**src/verilog/sudoku_pkg.sv**
```systemverilog
//********************
// sizes, types and constants shared by the solver blocks
// import inside module bodies, use scoped names in port lists
//********************
package sudoku_pkg;

  localparam int GRID_N = 9;  // digits, cells per row, rows
  localparam int BOX_N  = 3;  // rows or columns in one box

  // one-hot value or candidate set, bit 0 is digit 1
  typedef logic [GRID_N-1:0] digit_t;

  // nine cell fields, column 0 in the low bits
  typedef digit_t [GRID_N-1:0] row_t;

  typedef logic [3:0] row_idx_t;

  // one-hot (or band / all) set of rows
  typedef logic [GRID_N-1:0] row_sel_t;

  // which word of a cell is read or written
  typedef enum logic {
    FIELD_VALUE = 1'b0,
    FIELD_CAND  = 1'b1
  } field_t;

  // mask placed on the write bus by the scan
  typedef enum logic [1:0] {
    WK_ROW = 2'd0,
    WK_BOX = 2'd1,
    WK_COL = 2'd2
  } write_kind_t;

  localparam digit_t ALL_DIGITS = '1;

endpackage

```
**src/verilog/constraint_scan.sv**
```systemverilog
//********************
// row, box and column exclusion masks for one constraint pass
// accumulates value rows, drives the candidate write word
//********************
module constraint_scan (
  input  logic                    clk,
  input  logic                    reset,
  input  logic                    clear_i,       // start of a pass
  input  logic                    accumulate_i,  // rdata_i holds a value row
  input  logic                    box_clear_i,   // end of a band
  input  sudoku_pkg::write_kind_t kind_i,
  input  sudoku_pkg::row_t        rdata_i,
  output sudoku_pkg::row_t        wdata_o
);
  import sudoku_pkg::*;

  digit_t row_mask_q;
  digit_t col_mask_q [GRID_N];
  digit_t box_mask_q [BOX_N];
  digit_t row_used;
  digit_t box_used [BOX_N];

  // digits already placed in this row and in each of its three boxes
  always_comb begin
    row_used = '0;
    for (int b = 0; b < BOX_N; b++) begin
      box_used[b] = '0;
    end
    for (int c = 0; c < GRID_N; c++) begin
      row_used            = row_used | rdata_i[c];
      box_used[c / BOX_N] = box_used[c / BOX_N] | rdata_i[c];
    end
  end

  always_ff @(posedge clk) begin
    if (reset || clear_i) begin
      row_mask_q <= ALL_DIGITS;
      for (int c = 0; c < GRID_N; c++) begin
        col_mask_q[c] <= ALL_DIGITS;
      end
      for (int b = 0; b < BOX_N; b++) begin
        box_mask_q[b] <= ALL_DIGITS;
      end
    end else begin
      if (accumulate_i) begin
        row_mask_q <= ~row_used;  // only this row, no history
        for (int c = 0; c < GRID_N; c++) begin
          col_mask_q[c] <= col_mask_q[c] & ~rdata_i[c];
        end
      end
      if (box_clear_i) begin
        for (int b = 0; b < BOX_N; b++) begin
          box_mask_q[b] <= ALL_DIGITS;
        end
      end else if (accumulate_i) begin
        for (int b = 0; b < BOX_N; b++) begin
          box_mask_q[b] <= box_mask_q[b] & ~box_used[b];
        end
      end
    end
  end

  // per column: row mask repeated, its box mask, or its own column mask
  always_comb begin
    for (int c = 0; c < GRID_N; c++) begin
      case (kind_i)
        WK_ROW:  wdata_o[c] = row_mask_q;
        WK_BOX:  wdata_o[c] = box_mask_q[c / BOX_N];
        WK_COL:  wdata_o[c] = col_mask_q[c];
        default: wdata_o[c] = ALL_DIGITS;  // neutral under and
      endcase
    end
  end

endmodule

```
**config.mk**
```make
export PLATFORM = sky130hd
export DESIGN_NAME = constraint_scan
export DESIGN_NICKNAME = d
export VERILOG_FILES = /design/src/verilog/sudoku_pkg.sv /design/src/verilog/constraint_scan.sv
export SDC_FILE = /design/constraint.sdc
export NUM_CORES = 1
export LEC_CHECK = 0
export BUFFER_PORTS_ARGS = -buffer_cell sky130_fd_sc_hd__buf_2
export CORE_MARGIN = 5
export CORE_UTILIZATION = 48
export DETAILED_ROUTE_END_ITERATION = 12
export HOLD_SLACK_MARGIN = 0.08
export PLACE_DENSITY = 0.77
export SLEW_MARGIN = 20
export SYNTH_ARGS = -nofsm -noshare
export SYNTH_HDL_FRONTEND = slang
export SYNTH_SLANG_ARGS = --single-unit
```
**constraint.sdc**
```tcl
create_clock -name clk -period 4.03 [get_ports clk]
set_input_delay 1.0075 -clock clk [delete_from_list [all_inputs] [get_ports clk]]
set_output_delay 1.0075 -clock clk [all_outputs]
set_load 0.02 [all_outputs]
```
==> flow_metrics.tcl <==
set metrics [dict create \
    cellLeakagePower_nw 3.01 \
    place_hpwl_mm 12.3 \
    status "finished, final reports clean" \
    cp-start-kind "primary input" \
    crit_type "in -> out" \
    drtAntennaViolNets 0 \
    clk_pin_slew_ns 0.05 \
    place.gp.congestion 0.830 \
    timing.hold.ws_ns 0.500 \
    ys_seq_area_share_pct 56.7 \
    crit_fanout 48 \
    yosys_warnings 0 \
    drive_gt1_share_pct 29.6 \
    crit_chain "buf_4, nand2b_2, buf_4, o22a_1, buf_2" \
    synth_nets 666 \
    synth_seq_cells 117 \
    share_seq_of_total_power_pct 41.5 \
    slowest_delay_ns 0.45 \
    finalCritPeriodShare_pct 89.1 \
    fin_area_sq_um 7630 \
    dr.pass1.iters 6 \
    syn_area_sq_um 6040 \
    swShare_pct 22.6 \
    setup_tns_ns 0 \
    finalMaxSlewViolations 0 \
    clk_latency_ns 0.41 \
    antenna_cells 0 \
    dr_total_vias 5359 \
    finClkSkew_ns 0 \
    area_growth_pct 26.3 \
    arrival_ns 2.58 \
    rows 41 \
    io_buffers 168 \
    cts_buffers 17 \
    peakVddDrop_mv 0.280 \
    cts_setup_buffers 0 \
    routedWlPerCell_microns 19.4 \
    path_common_cell "buf_4" \
    initial_utilization_pct 48.4 \
    grt_max_degree 82 \
    die_y_microns 122 \
    tightest_slew_ns 1.10 \
    cap_viol_max_count 0 \
    antenna_found_initial 0 \
    clockPowerShare_pct 48.6 \
    htreeDepth 4 \
    ctsRootBufferMaster "clkbuf_16" \
    synth.distinct_cells 20 \
    die_w_microns 122 \
    tritoncts "done" \
    grt_overflow_total 0 \
    power_density_nw_per_um2 436 \
    drt-total-wl_mm 17.8 \
    gr-usage-all-layers_pct 23.5 \
    via_per_inst 5.83 \
    coreArea_sq_um 12500 \
    hold_class "reg -> reg" \
    power_switching_mw 0.751 \
    cp_slowest_cell "buf_4" \
    place_area_sq_um 6990 \
    required_ns 3.02 \
    period_minus_slack_ns 3.59 \
    fmax_mhz 279 \
    setup_viol_count_final 0 \
    die-area_sq_um 14900 \
    clockBufferDepth 2 \
    postLayoutCoreUtil_pct 61.2 \
    maxSlewHeadroom_pct 26.9 \
    p_int_mw 2.57 \
    report.final.hold_viol_count 0 \
    cp-end-kind "primary output" \
    critical-path-top-delay-family "buffers and inverters" \
    drc_errors 0 \
    drt_iter0_drc 484 \
    postSynthAreaPerCell_sq_um 10.4 \
    cp_num_buf_inv 3 \
    hold_buffers 0 \
    p_comb_share_pct 9.9 \
    fin_nets 822 \
    clock_sink_count 117 \
    grt_pass1_vias 5376 \
    syn-instance-count 578 \
    rsz0062_at_grt "no" \
    cts_resized 0 \
    grt_pass1_wl_mm 26.9 \
    top_level_ports 169 \
]
[final cells by class]
cell class / instances / area, sq um
inverter: 81 / 304
clock inverter: 9 / 148
sequential: 117 / 3420
timing repair buffer: 178 / 918
clock buffer: 23 / 488
tap: 172 / 215
fill: 1017 / 4840
multi-input combinational: 339 / 2130
[cell usage in the layout, fill, tap and decap left out]
cell,count
a21oi_1,81
nand2b_2,2
or2_1,1
nand4_1,9
buf_2,167
nor2_2,9
nand2b_1,9
clkinvlp_4,1
nor3b_4,1
clkbuf_8,4
o21ai_0,81
nor2_1,1
clkbuf_1,2
nor3_1,27
o22a_1,81
clkinv_2,4
a21o_1,27
inv_1,81
dfxtp_1,9
buf_4,11
bufinv_16,4
edfxtp_1,108
nand3_1,9
clkbuf_16,17
or3_4,1
[per-layer routing]
metal	track usage, %	part of all wire (%)	vias up
li1	-	-	2473
met1	31.0	43	2549
met2	37.3	47	304
met3	4.78	8.2	33
met4	11.3	2.4	0
met5	0	0	-
[sequential cells by signal, summed over array words and instances (netlist names)]
signal and flops:
row_mask_q 9, box_mask_q 27, col_mask_q 81
[kinds of logic (layout without fill, tap and decap cells)]
logic type | after synthesis | after routing | synth area share, %
AOI/OAI and AO/OA | 270 | 270 | 28.5
buffers and inverters | 122 | 291 | 8.18
DFF | 117 | 117 | 56.7
and+or+nand+nor | 69 | 69 | 6.61
[worst min-delay path: stages (launching register included)]
cell      delay [ns]
dfxtp_1         0.31
nand2b_1        0.07
nand3_1         0.07
[synthesized netlist by cell type, drive strengths merged]
cell type | instances | area, sq um
edfxtp | 108 | 3240
o21ai | 81 | 405
nor3b | 1 | 18.8
nand4 | 9 | 56.3
a21oi | 81 | 405
nand2b | 11 | 71.3
inv | 81 | 304
or3 | 1 | 6.26
nor2 | 10 | 60.1
clkbuf | 27 | 101
dfxtp | 9 | 180
or2 | 1 | 6.26
o22a | 81 | 709
buf | 14 | 88.8
a21o | 27 | 203
nand3 | 9 | 45.0
nor3 | 27 | 135
[power by group through the flow]
stage          clock network, mW  logic (mW)  registers, mW
6_report                    1.61       0.329           1.38
5_1_grt                     1.69       0.355           1.38
4_1_cts                     1.63       0.327           1.38
3_5_place_dp                   0       0.326           1.41
3_3_place_gp                   0       0.317           1.40
2_1_floorplan                  0       0.195           1.40
[per-stage QoR]
stage	std cells	setup slack, ns	total power, mW
2_1_floorplan	578	0.628	1.60
3_3_place_gp	887	0.535	1.72
3_5_place_dp	887	0.469	1.73
4_1_cts	919	0.464	3.34
5_1_grt	919	0.362	3.43
6_report	919	0.440	3.33
[worst paths after layout]
| kind | start | end | slack [ns] | cells after the start |
|---|---|---|---|---|
| worst max-delay path | kind_i[1] | wdata_o[34] | 0.44 | 5 |
| worst min register to register | row_mask_q[4] | row_mask_q[4] | 0.50 | 2 |
| worst min-delay path | row_mask_q[4] | row_mask_q[4] | 0.50 | 2 |
| worst max register to register | box_mask_q[0][16] | box_mask_q[0][16] | 3.08 | 1 |
Note: power is estimated with default switching activity, not from simulation.
