--- src/verilog/sudoku_pkg.sv ---
//********************
// sizes, types and constants shared by the solver blocks
// import inside module bodies, use scoped names in port lists
//********************
package sudoku_pkg;

  localparam int GRID_N = 9;  // digits, cells per row, rows
  localparam int BOX_N  = 3;  // rows or columns in one box

  // one-hot value or candidate set, bit 0 is digit 1
  typedef logic [GRID_N-1:0] digit_t;

  // nine cell fields, column 0 in the low bits
  typedef digit_t [GRID_N-1:0] row_t;

  typedef logic [3:0] row_idx_t;

  // one-hot (or band / all) set of rows
  typedef logic [GRID_N-1:0] row_sel_t;

  // which word of a cell is read or written
  typedef enum logic {
    FIELD_VALUE = 1'b0,
    FIELD_CAND  = 1'b1
  } field_t;

  // mask placed on the write bus by the scan
  typedef enum logic [1:0] {
    WK_ROW = 2'd0,
    WK_BOX = 2'd1,
    WK_COL = 2'd2
  } write_kind_t;

  localparam digit_t ALL_DIGITS = '1;

endpackage

--- src/verilog/solve_control.sv ---
//********************
// solver sequencer: walks the rows, orders mask write-backs,
// pulses the singleton latch and sets the result flags
//********************
module solve_control (
  input  logic                    clk,
  input  logic                    reset,
  input  logic                    start_i,
  input  logic                    abort_i,
  input  logic                    any_singleton_i,
  input  logic                    any_illegal_i,
  input  logic                    all_solved_i,
  output logic                    busy_o,
  output logic                    stuck_o,
  output logic                    illegal_o,
  output sudoku_pkg::row_sel_t    rows_o,
  output sudoku_pkg::field_t      field_o,
  output logic                    we_o,
  output logic                    latch_o,
  output logic                    clear_o,
  output logic                    accumulate_o,
  output logic                    box_clear_o,
  output sudoku_pkg::write_kind_t kind_o
);
  import sudoku_pkg::*;

  typedef enum logic [2:0] {
    S_IDLE,
    S_DECIDE,
    S_READ,
    S_WRITE_ROW,
    S_WRITE_BOX,
    S_WRITE_COL,
    S_LATCH
  } state_t;

  state_t   state_q;
  row_sel_t rows_q;
  logic     progress_q;  // last latch placed at least one digit
  logic     band_end;

  assign band_end = rows_q[2] || rows_q[5] || rows_q[8];

  always_ff @(posedge clk) begin
    if (reset) begin
      state_q    <= S_IDLE;
      rows_q     <= '0;
      progress_q <= 1'b0;
      stuck_o    <= 1'b0;
      illegal_o  <= 1'b0;
    end else if (state_q == S_IDLE) begin
      if (start_i && !all_solved_i) begin
        state_q    <= S_DECIDE;
        progress_q <= 1'b1;  // always run the first pass
        stuck_o    <= 1'b0;
        illegal_o  <= 1'b0;
      end
    end else if (all_solved_i || any_illegal_i || abort_i) begin
      state_q   <= S_IDLE;
      rows_q    <= '0;
      stuck_o   <= any_illegal_i || abort_i;
      illegal_o <= any_illegal_i;
    end else begin
      case (state_q)
        S_DECIDE: begin
          if (progress_q) begin
            rows_q  <= row_sel_t'(1);
            state_q <= S_READ;
          end else begin
            stuck_o <= 1'b1;
            state_q <= S_IDLE;
          end
        end
        S_READ: state_q <= S_WRITE_ROW;
        S_WRITE_ROW: begin
          if (band_end) begin
            rows_q  <= {{BOX_N{rows_q[8]}}, {BOX_N{rows_q[5]}}, {BOX_N{rows_q[2]}}};
            state_q <= S_WRITE_BOX;
          end else begin
            rows_q  <= rows_q << 1;
            state_q <= S_READ;
          end
        end
        S_WRITE_BOX: begin
          if (rows_q[8]) begin
            rows_q  <= '1;
            state_q <= S_WRITE_COL;
          end else begin
            rows_q  <= (rows_q << 1) & ~rows_q;  // first row of next band
            state_q <= S_READ;
          end
        end
        S_WRITE_COL: begin
          rows_q  <= '0;
          state_q <= S_LATCH;
        end
        S_LATCH: begin
          progress_q <= any_singleton_i;
          state_q    <= S_DECIDE;
        end
        default: state_q <= S_IDLE;
      endcase
    end
  end

  assign busy_o       = (state_q != S_IDLE);
  assign rows_o       = rows_q;
  assign field_o      = (state_q == S_READ) ? FIELD_VALUE : FIELD_CAND;
  assign we_o         = (state_q == S_WRITE_ROW) || (state_q == S_WRITE_BOX) ||
                        (state_q == S_WRITE_COL);
  assign latch_o      = (state_q == S_LATCH);
  assign clear_o      = (state_q == S_DECIDE) && progress_q;
  assign accumulate_o = (state_q == S_READ);
  assign box_clear_o  = (state_q == S_WRITE_BOX);  // masks written this edge, then cleared

  always_comb begin
    case (state_q)
      S_WRITE_BOX: kind_o = WK_BOX;
      S_WRITE_COL: kind_o = WK_COL;
      default:     kind_o = WK_ROW;
    endcase
  end

endmodule

--- config.mk ---
export PLATFORM = sky130hd
export DESIGN_NAME = solve_control
export DESIGN_NICKNAME = d
export VERILOG_FILES = /design/src/verilog/sudoku_pkg.sv /design/src/verilog/solve_control.sv
export SDC_FILE = /design/constraint.sdc
export NUM_CORES = 1
export LEC_CHECK = 0
export BUFFER_PORTS_ARGS = -buffer_cell sky130_fd_sc_hd__buf_4
export CORE_ASPECT_RATIO = 2
export CORE_MARGIN = 2
export CORE_UTILIZATION = 25
export DETAILED_ROUTE_END_ITERATION = 8
export PLACE_DENSITY = 0.44
export SYNTH_ARGS = -nofsm -noshare
export SYNTH_HDL_FRONTEND = slang
export SYNTH_SLANG_ARGS = --single-unit
--- constraint.sdc ---
create_clock -name clk -period 2 [get_ports clk]
set_input_delay 0.1 -clock clk [delete_from_list [all_inputs] [get_ports clk]]
set_output_delay 0.1 -clock clk [all_outputs]
set_load 0.05 [all_outputs]
==> run_results.csv, run 1 <==
group,metric,value,unit
logic_synthesis,syn_area,914.6,sq um
logic_synthesis,ys.warnings.count,0,
logic_synthesis,synth_nets,117,
cells_and_area,fin_nets,143,
cts,cts_tree,"done",
cts,cts_resized,0,
global_route,grt_start_max_net_pins,16,
sta,fin_ws,0.2335,ns
logic_synthesis,synthFlopType,"dfxtp_1",
worst_setup_path,cp_cell_sequence,"and3b_1 > and3_1 > a211oi_2 > a211o_1",
run_status,status,"completed",
worst_setup_path,startpoint_type,"flop",
die,initial_core_util,25.63,%
sta,tightest_slew,0.6060,ns
sta,finalSetupViolations,0,
global_route,grt_pass1_vias,946,
logic_synthesis,synth_area_per_cell,8.315,sq um
cts,htree_levels,1,
cells_and_area,final_cell_mix,"27 x buf_4, 15 x dfxtp_1, 13 x nor2_1, 8 x a21oi_1, 7 x inv_1",
worst_setup_path,crit_path_end_kind,"flop",
worst_setup_path,arrival,1.90,ns
worst_setup_path,critical-path-top-delay-family,"simple AND/OR/NAND/NOR gates",
logic_synthesis,postSynth.asyncResetShare,0,%
cts,cts_buffers,3,
logic_synthesis,synth_seq_cells,15,
hold_path,hold_path_class,"in -> reg",
worst_setup_path,crit_buf_inv,0,
cells_and_area,antenna_cells,0,
route,drt_iter0_markers,9,
route,drc_errors,0,
cts,hold_buffers,0,
pwr,irDropWorstVdd,0.2386,mV
cts,cts_setup_buffers,0,
worst_setup_path,max_stage_delay,0.61,ns
die,core,3568,sq um
cells_and_area,area_growth,29.69,%
global_route,grt_antenna_before_repair,0,
cts,cts.sinks,15,
route,wl_per_cell,14.65,um
sta,finClkSkew,0.001153,ns
pwr,p_per_area,521.1,nW/um^2
global_route,overflow,0,
pwr,p_leak,0.5109,nW
sta,post-route-min-period,1.766,ns
flow_run,max-cap-violations,0,
worst_setup_path,crit_required,2.14,ns
route,vias,930,
worst_setup_path,cp_slowest_cell,"dfxtp_1",
logic_synthesis,synth_edf_count,0,
sta,max_slew_margin,59.26,%
die,die_h,89.54,um
worst_setup_path,critPathKind,"reg -> reg",
die,rows,31,
die,ios,27,
cts,insertion_delay,0.24,ns
sta,post-route-period-util,88.32,%
cts,root_buffer,"clkbuf_8",
cts,cts_buffer_depth,2,
logic_synthesis,seq_area_frac_synth,32.83,%
sta,fmax,0.5661,GHz
die,die_area,4188,sq um
cells_and_area,layout_commonest_cell,"buf_4",
placed_design,pre_cts_ws,0.2618,ns
logic_synthesis,yosys.cell_types.count,39,
placed_design,globalplace.congestion,0.7649,
route,viasPerCell,5.054,
global_route,grt_pass1_wl,4.353,mm
route,first_pass_iters,3,
route,routed_wl,2.695,mm
sta,slew_viol_final,0,
sta,rsz0062_at_grt,"no",
route,ant_nets,0,
worst_setup_path,path_max_fanout,15,
global_route,grt_usage,14.15,%
placed_design,hpwlAfterDp,2.151,mm
cells_and_area,drive_gt1_share,27.41,%
sta,fin_setup_tns,0,ns
die,die_w,46.77,um
placed_design,io_buffers,26,
cts,clk_pin_slew,0.06,ns
logic_synthesis,synthCells,110,
sta,finalHoldViolations,0,
-- cells in the mapped netlist, types with 2 or more instances --
| library cell | instances | area [sq um] |
|---|---|---|
| nor3b_1 | 2 | 15.01 |
| and3b_1 | 2 | 17.52 |
| nor3_1 | 2 | 10.01 |
| buf_2 | 3 | 15.01 |
| nor2b_1 | 2 | 12.51 |
| nand3b_1 | 2 | 15.01 |
| nor2_1 | 13 | 48.80 |
| a221oi_1 | 3 | 26.28 |
| o2bb2ai_1 | 5 | 43.79 |
| nor4_1 | 2 | 12.51 |
| a211oi_2 | 2 | 25.02 |
| nand3_1 | 3 | 15.01 |
| a21oi_1 | 8 | 40.04 |
| a21o_1 | 3 | 22.52 |
| nand2_1 | 4 | 15.01 |
| nand2b_1 | 3 | 18.77 |
| inv_1 | 7 | 26.28 |
| dfxtp_1 | 15 | 300.3 |
| and3_1 | 4 | 25.02 |
| o21ai_1 | 6 | 30.03 |
-- state kept, by name, summed over array words and instances, names as in the netlist --
signal	cells
rows_o	9
state_q	3
illegal_o	1
progress_q	1
stuck_o	1
-- routing by layer --
layer / part of all wire [%] / routed length (um) / global-route usage, % / up-vias
li1: - / - / - / 457
met1: 42 / 1121 / 15.21 / 438
met2: 52 / 1414 / 25.40 / 29
met3: 3.5 / 93 / 1.818 / 6
met4: 2.4 / 66 / 7.071 / 0
met5: 0 / 0 / 0 / -
-- power by group --
group / switching, mW / internal [mW]
Combinational: 0.0383 / 0.0232
Sequential: 0.00535 / 0.302
Clock: 0.108 / 0.141
Total: 0.152 / 0.467
-- logic make-up (layout without fill, tap and decap cells) --
family | count (synthesis) | after routing | synth area share (%)
and+or+nand+nor | 45 | 45 | 30.37
AOI/OAI and AO/OA | 37 | 37 | 29.82
buffers and inverters | 13 | 38 | 6.977
DFF | 15 | 15 | 32.83
-- final cells by class --
| cell class | count | area, sq um |
|---|---|---|
| Inverter | 7 | 26.28 |
| Timing Repair Buffer | 27 | 202.7 |
| Fill cell | 417 | 2382 |
| Tap cell | 49 | 61.31 |
| Clock buffer | 4 | 45.04 |
| Multi-Input combinational cell | 82 | 550.5 |
| Sequential cell | 15 | 300.3 |
-- worst paths after layout --
path	endpoint	depth (start not counted)	slack (ns)	start
min reg2reg	illegal_o	2	0.49	illegal_o
max reg2reg	rows_o[8]	4	0.23	state_q[1]
max	rows_o[8]	4	0.23	state_q[1]
min	progress_q	2	0.10	reset
-- through the flow --
stage | hold WS (ns) | area [sq um] | power, mW | utilization [%] | instances
final | 0.1018 | 1186 | 0.6181 | 33.24 | 184
after global routing | 0.1107 | 1186 | 0.6468 | 33.24 | 184
after CTS | 0.09591 | 1186 | 0.6266 | 33.24 | 184
after detailed placement | 0.3591 | 1141 | 0.3764 | 31.98 | 180
after global placement | 0.3582 | 1141 | 0.3763 | 31.98 | 180
after floorplan | 0.2405 | 914.6 | 0.3553 | - | 110
No activity file was read; power rests on OpenSTA's default activity.
==> inputs of run 2 (changes only) <==
- SETUP_SLACK_MARGIN: default -> 0.5
==> run 2 against run 1 <==
Net effect: clock skew up 0.0028 ns; clock power hardly changed; hold slack worse by 0.013 ns; final cell count grew 3.3%; fmax up 23%; die area did not move; utilization rose by 2.5 points; critical path depth stayed put; routed wire length is 1.3% higher; critical path type unchanged; largest cell class unchanged; highest routed layer unchanged.
==> run_results.csv, run 2 (same netlist as run 1, synthesis figures left out) <==
group,metric,value,unit
run_status,status,"completed",
flow_run,max-cap-violations,0,
sta,finalSetupViolations,0,
cells_and_area,fin_nets,149,
placed_design,io_buffers,26,
route,drt_iter0_markers,21,
cts,cts.sinks,15,
sta,post-route-min-period,1.431,ns
hold_path,worst_hold_path.num_cells,2,
cells_and_area,regArea,312.8,sq um
route,wl_per_cell,14.37,um
global_route,grt_start_max_net_pins,16,
pwr,p_leak,0.5495,nW
cts,htree_levels,1,
pwr,p_per_area,487.7,nW/um^2
sta,finClkSkew,0.003928,ns
cells_and_area,fill_cells,402,
worst_setup_path,path_max_fanout,11,
sta,tightest_slew,0.6163,ns
pwr,irDropWorstVdd,0.3996,mV
placed_design,globalplace.congestion,0.7252,
worst_setup_path,cp_cell_sequence,"or3_4 > nor3b_2 > nor2_1 > a211oi_2",
hold_path,whs_endpoint,"state_q[0]",
route,drc_errors,0,
cts,root_buffer,"clkbuf_8",
cells_and_area,multiInputGateArea,580.6,sq um
sta,rsz0062_at_grt,"no",
die,ios,27,
cells_and_area,antenna_cells,0,
route,vias,934,
route,ant_nets,0,
worst_setup_path,arrival,1.60,ns
sta,max_slew_margin,58.57,%
global_route,grt_usage,13.84,%
worst_setup_path,critical-path-top-delay-family,"simple AND/OR/NAND/NOR gates",
hold_path,worstHoldStart,"all_solved_i",
worst_setup_path,crit_path_end_kind,"flop",
route,dr_wl_met3,73,um
worst_setup_path,crit_required,2.17,ns
cts,cts_buffers,3,
worst_setup_path,reg2regPathDepth,4,
die,die_h,89.54,um
die,core,3568,sq um
worst_setup_path,startpoint_type,"flop",
worst_setup_path,critPathKind,"reg -> reg",
worst_setup_path,max_stage_delay,0.46,ns
cells_and_area,area_growth,39.26,%
worst_setup_path,reg2reg_slack,0.57,ns
global_route,grt_pass1_wl,4.181,mm
worst_setup_path,timing.rr.end,"progress_q",
global_route,overflow,0,
route,met2_length,1.611,mm
worst_setup_path,crit_buf_inv,0,
hold_path,hold_path_class,"in -> reg",
sta,fmax,0.6986,GHz
route,top_layer_used,"met4",
cts,cts_tree,"done",
global_route,grt_antenna_before_repair,0,
worst_setup_path,cp_slowest_cell,"or3_4",
route,viasPerCell,4.916,
cells_and_area,final_cells,190,
sta,fin_setup_tns,0,ns
sta,finalHoldViolations,0,
cts,cts_buffer_depth,2,
route,routed_wl,2.731,mm
sta,slew_viol_final,0,
die,die_area,4188,sq um
sta,post-route-period-util,71.57,%
die,rows,31,
die,initial_core_util,25.63,%
placed_design,placedCellCount,180,
route,drt-met1-wl,998,um
cells_and_area,layout_commonest_cell,"buf_4",
cts,hold_buffers,0,
cts,insertion_delay,0.24,ns
global_route,grt_pass1_vias,945,
route,first_pass_iters,3,
die,die_w,46.77,um
cells_and_area,drive_gt1_share,39.01,%
cells_and_area,final_cell_mix,"33 x buf_4, 12 x nor2_1, 9 x dfxtp_1, 8 x a21oi_1, 7 x inv_1",
placed_design,hpwlAfterDp,2.137,mm
cts,clk_pin_slew,0.07,ns
worst_setup_path,r2r-start,"state_q[2]",
cells_and_area,largest_reg_flops,9,
==> run 2: cell types whose count changed in the layout (fill, tap and decap cells not counted), moves of 2 or more <==
cell     change
dfxtp_4      +2
dfxtp_2      +4
buf_4        +6
dfxtp_1      -6
==> run 2: metal layers <==
metal,global-route usage (%),vias up
li1,-,468
met1,13.12,443
met2,26.90,19
met3,1.212,4
met4,7.071,0
met5,0,-
==> run 2: how the worst max path moves through the flow <==
stage / startpoint / to / slack (ns) / depth (start not counted)
after floorplan: state_q[2] / field_o / 0.36 / 4
after global placement: state_q[2] / rows_o[8] / 0.43 / 4
after detailed placement: state_q[2] / rows_o[8] / 0.36 / 4
after CTS: state_q[2] / rows_o[8] / 0.47 / 4
after global routing: state_q[2] / progress_q / 0.50 / 4
final: state_q[2] / progress_q / 0.57 / 4
==> run 2: report_power, final <==
group	total (mW)	switching [mW]	internal (mW)
Clock	0.251	0.110	0.141
Combinational	0.0663	0.0411	0.0251
Sequential	0.304	0.00394	0.300
Total	0.621	0.155	0.466
==> run 2: cell type report <==
cell class,count,area share (%)
multi-input combinational,82,45.58
timing repair buffer,33,19.45
sequential,15,24.56
tap,49,4.813
clock buffer,4,3.536
inverter,7,2.063
==> run 2: worst reg2reg max path, stage by stage (launching register included) <==
cell      delay [ns]
dfxtp_4         0.37
or3_4           0.46
nor3b_2         0.24
nor2_1          0.08
a211oi_2        0.20
==> run 2: metrics by stage <==
stage	power, mW	worst slack (ns)	hold WS (ns)	util (%)	instance area, sq um
2_1_floorplan	0.3567	0.3638	0.2405	-	948.4
3_3_place_gp	0.3783	0.4261	0.3556	32.64	1165
3_5_place_dp	0.3788	0.3627	0.3603	32.64	1165
4_1_cts	0.6305	0.4702	0.09066	34.61	1235
5_1_grt	0.6444	0.5023	0.1026	35.69	1274
6_report	0.6212	0.5687	0.08926	35.69	1274
==> run 2: what timing repair did <==
item | CTS | global route
pin swaps | 1 | 0
setup endpoints to repair | 14 | 6
resized for setup | 4 | 4
gates cloned | 0 | 0
buffers inserted | 2 | 4
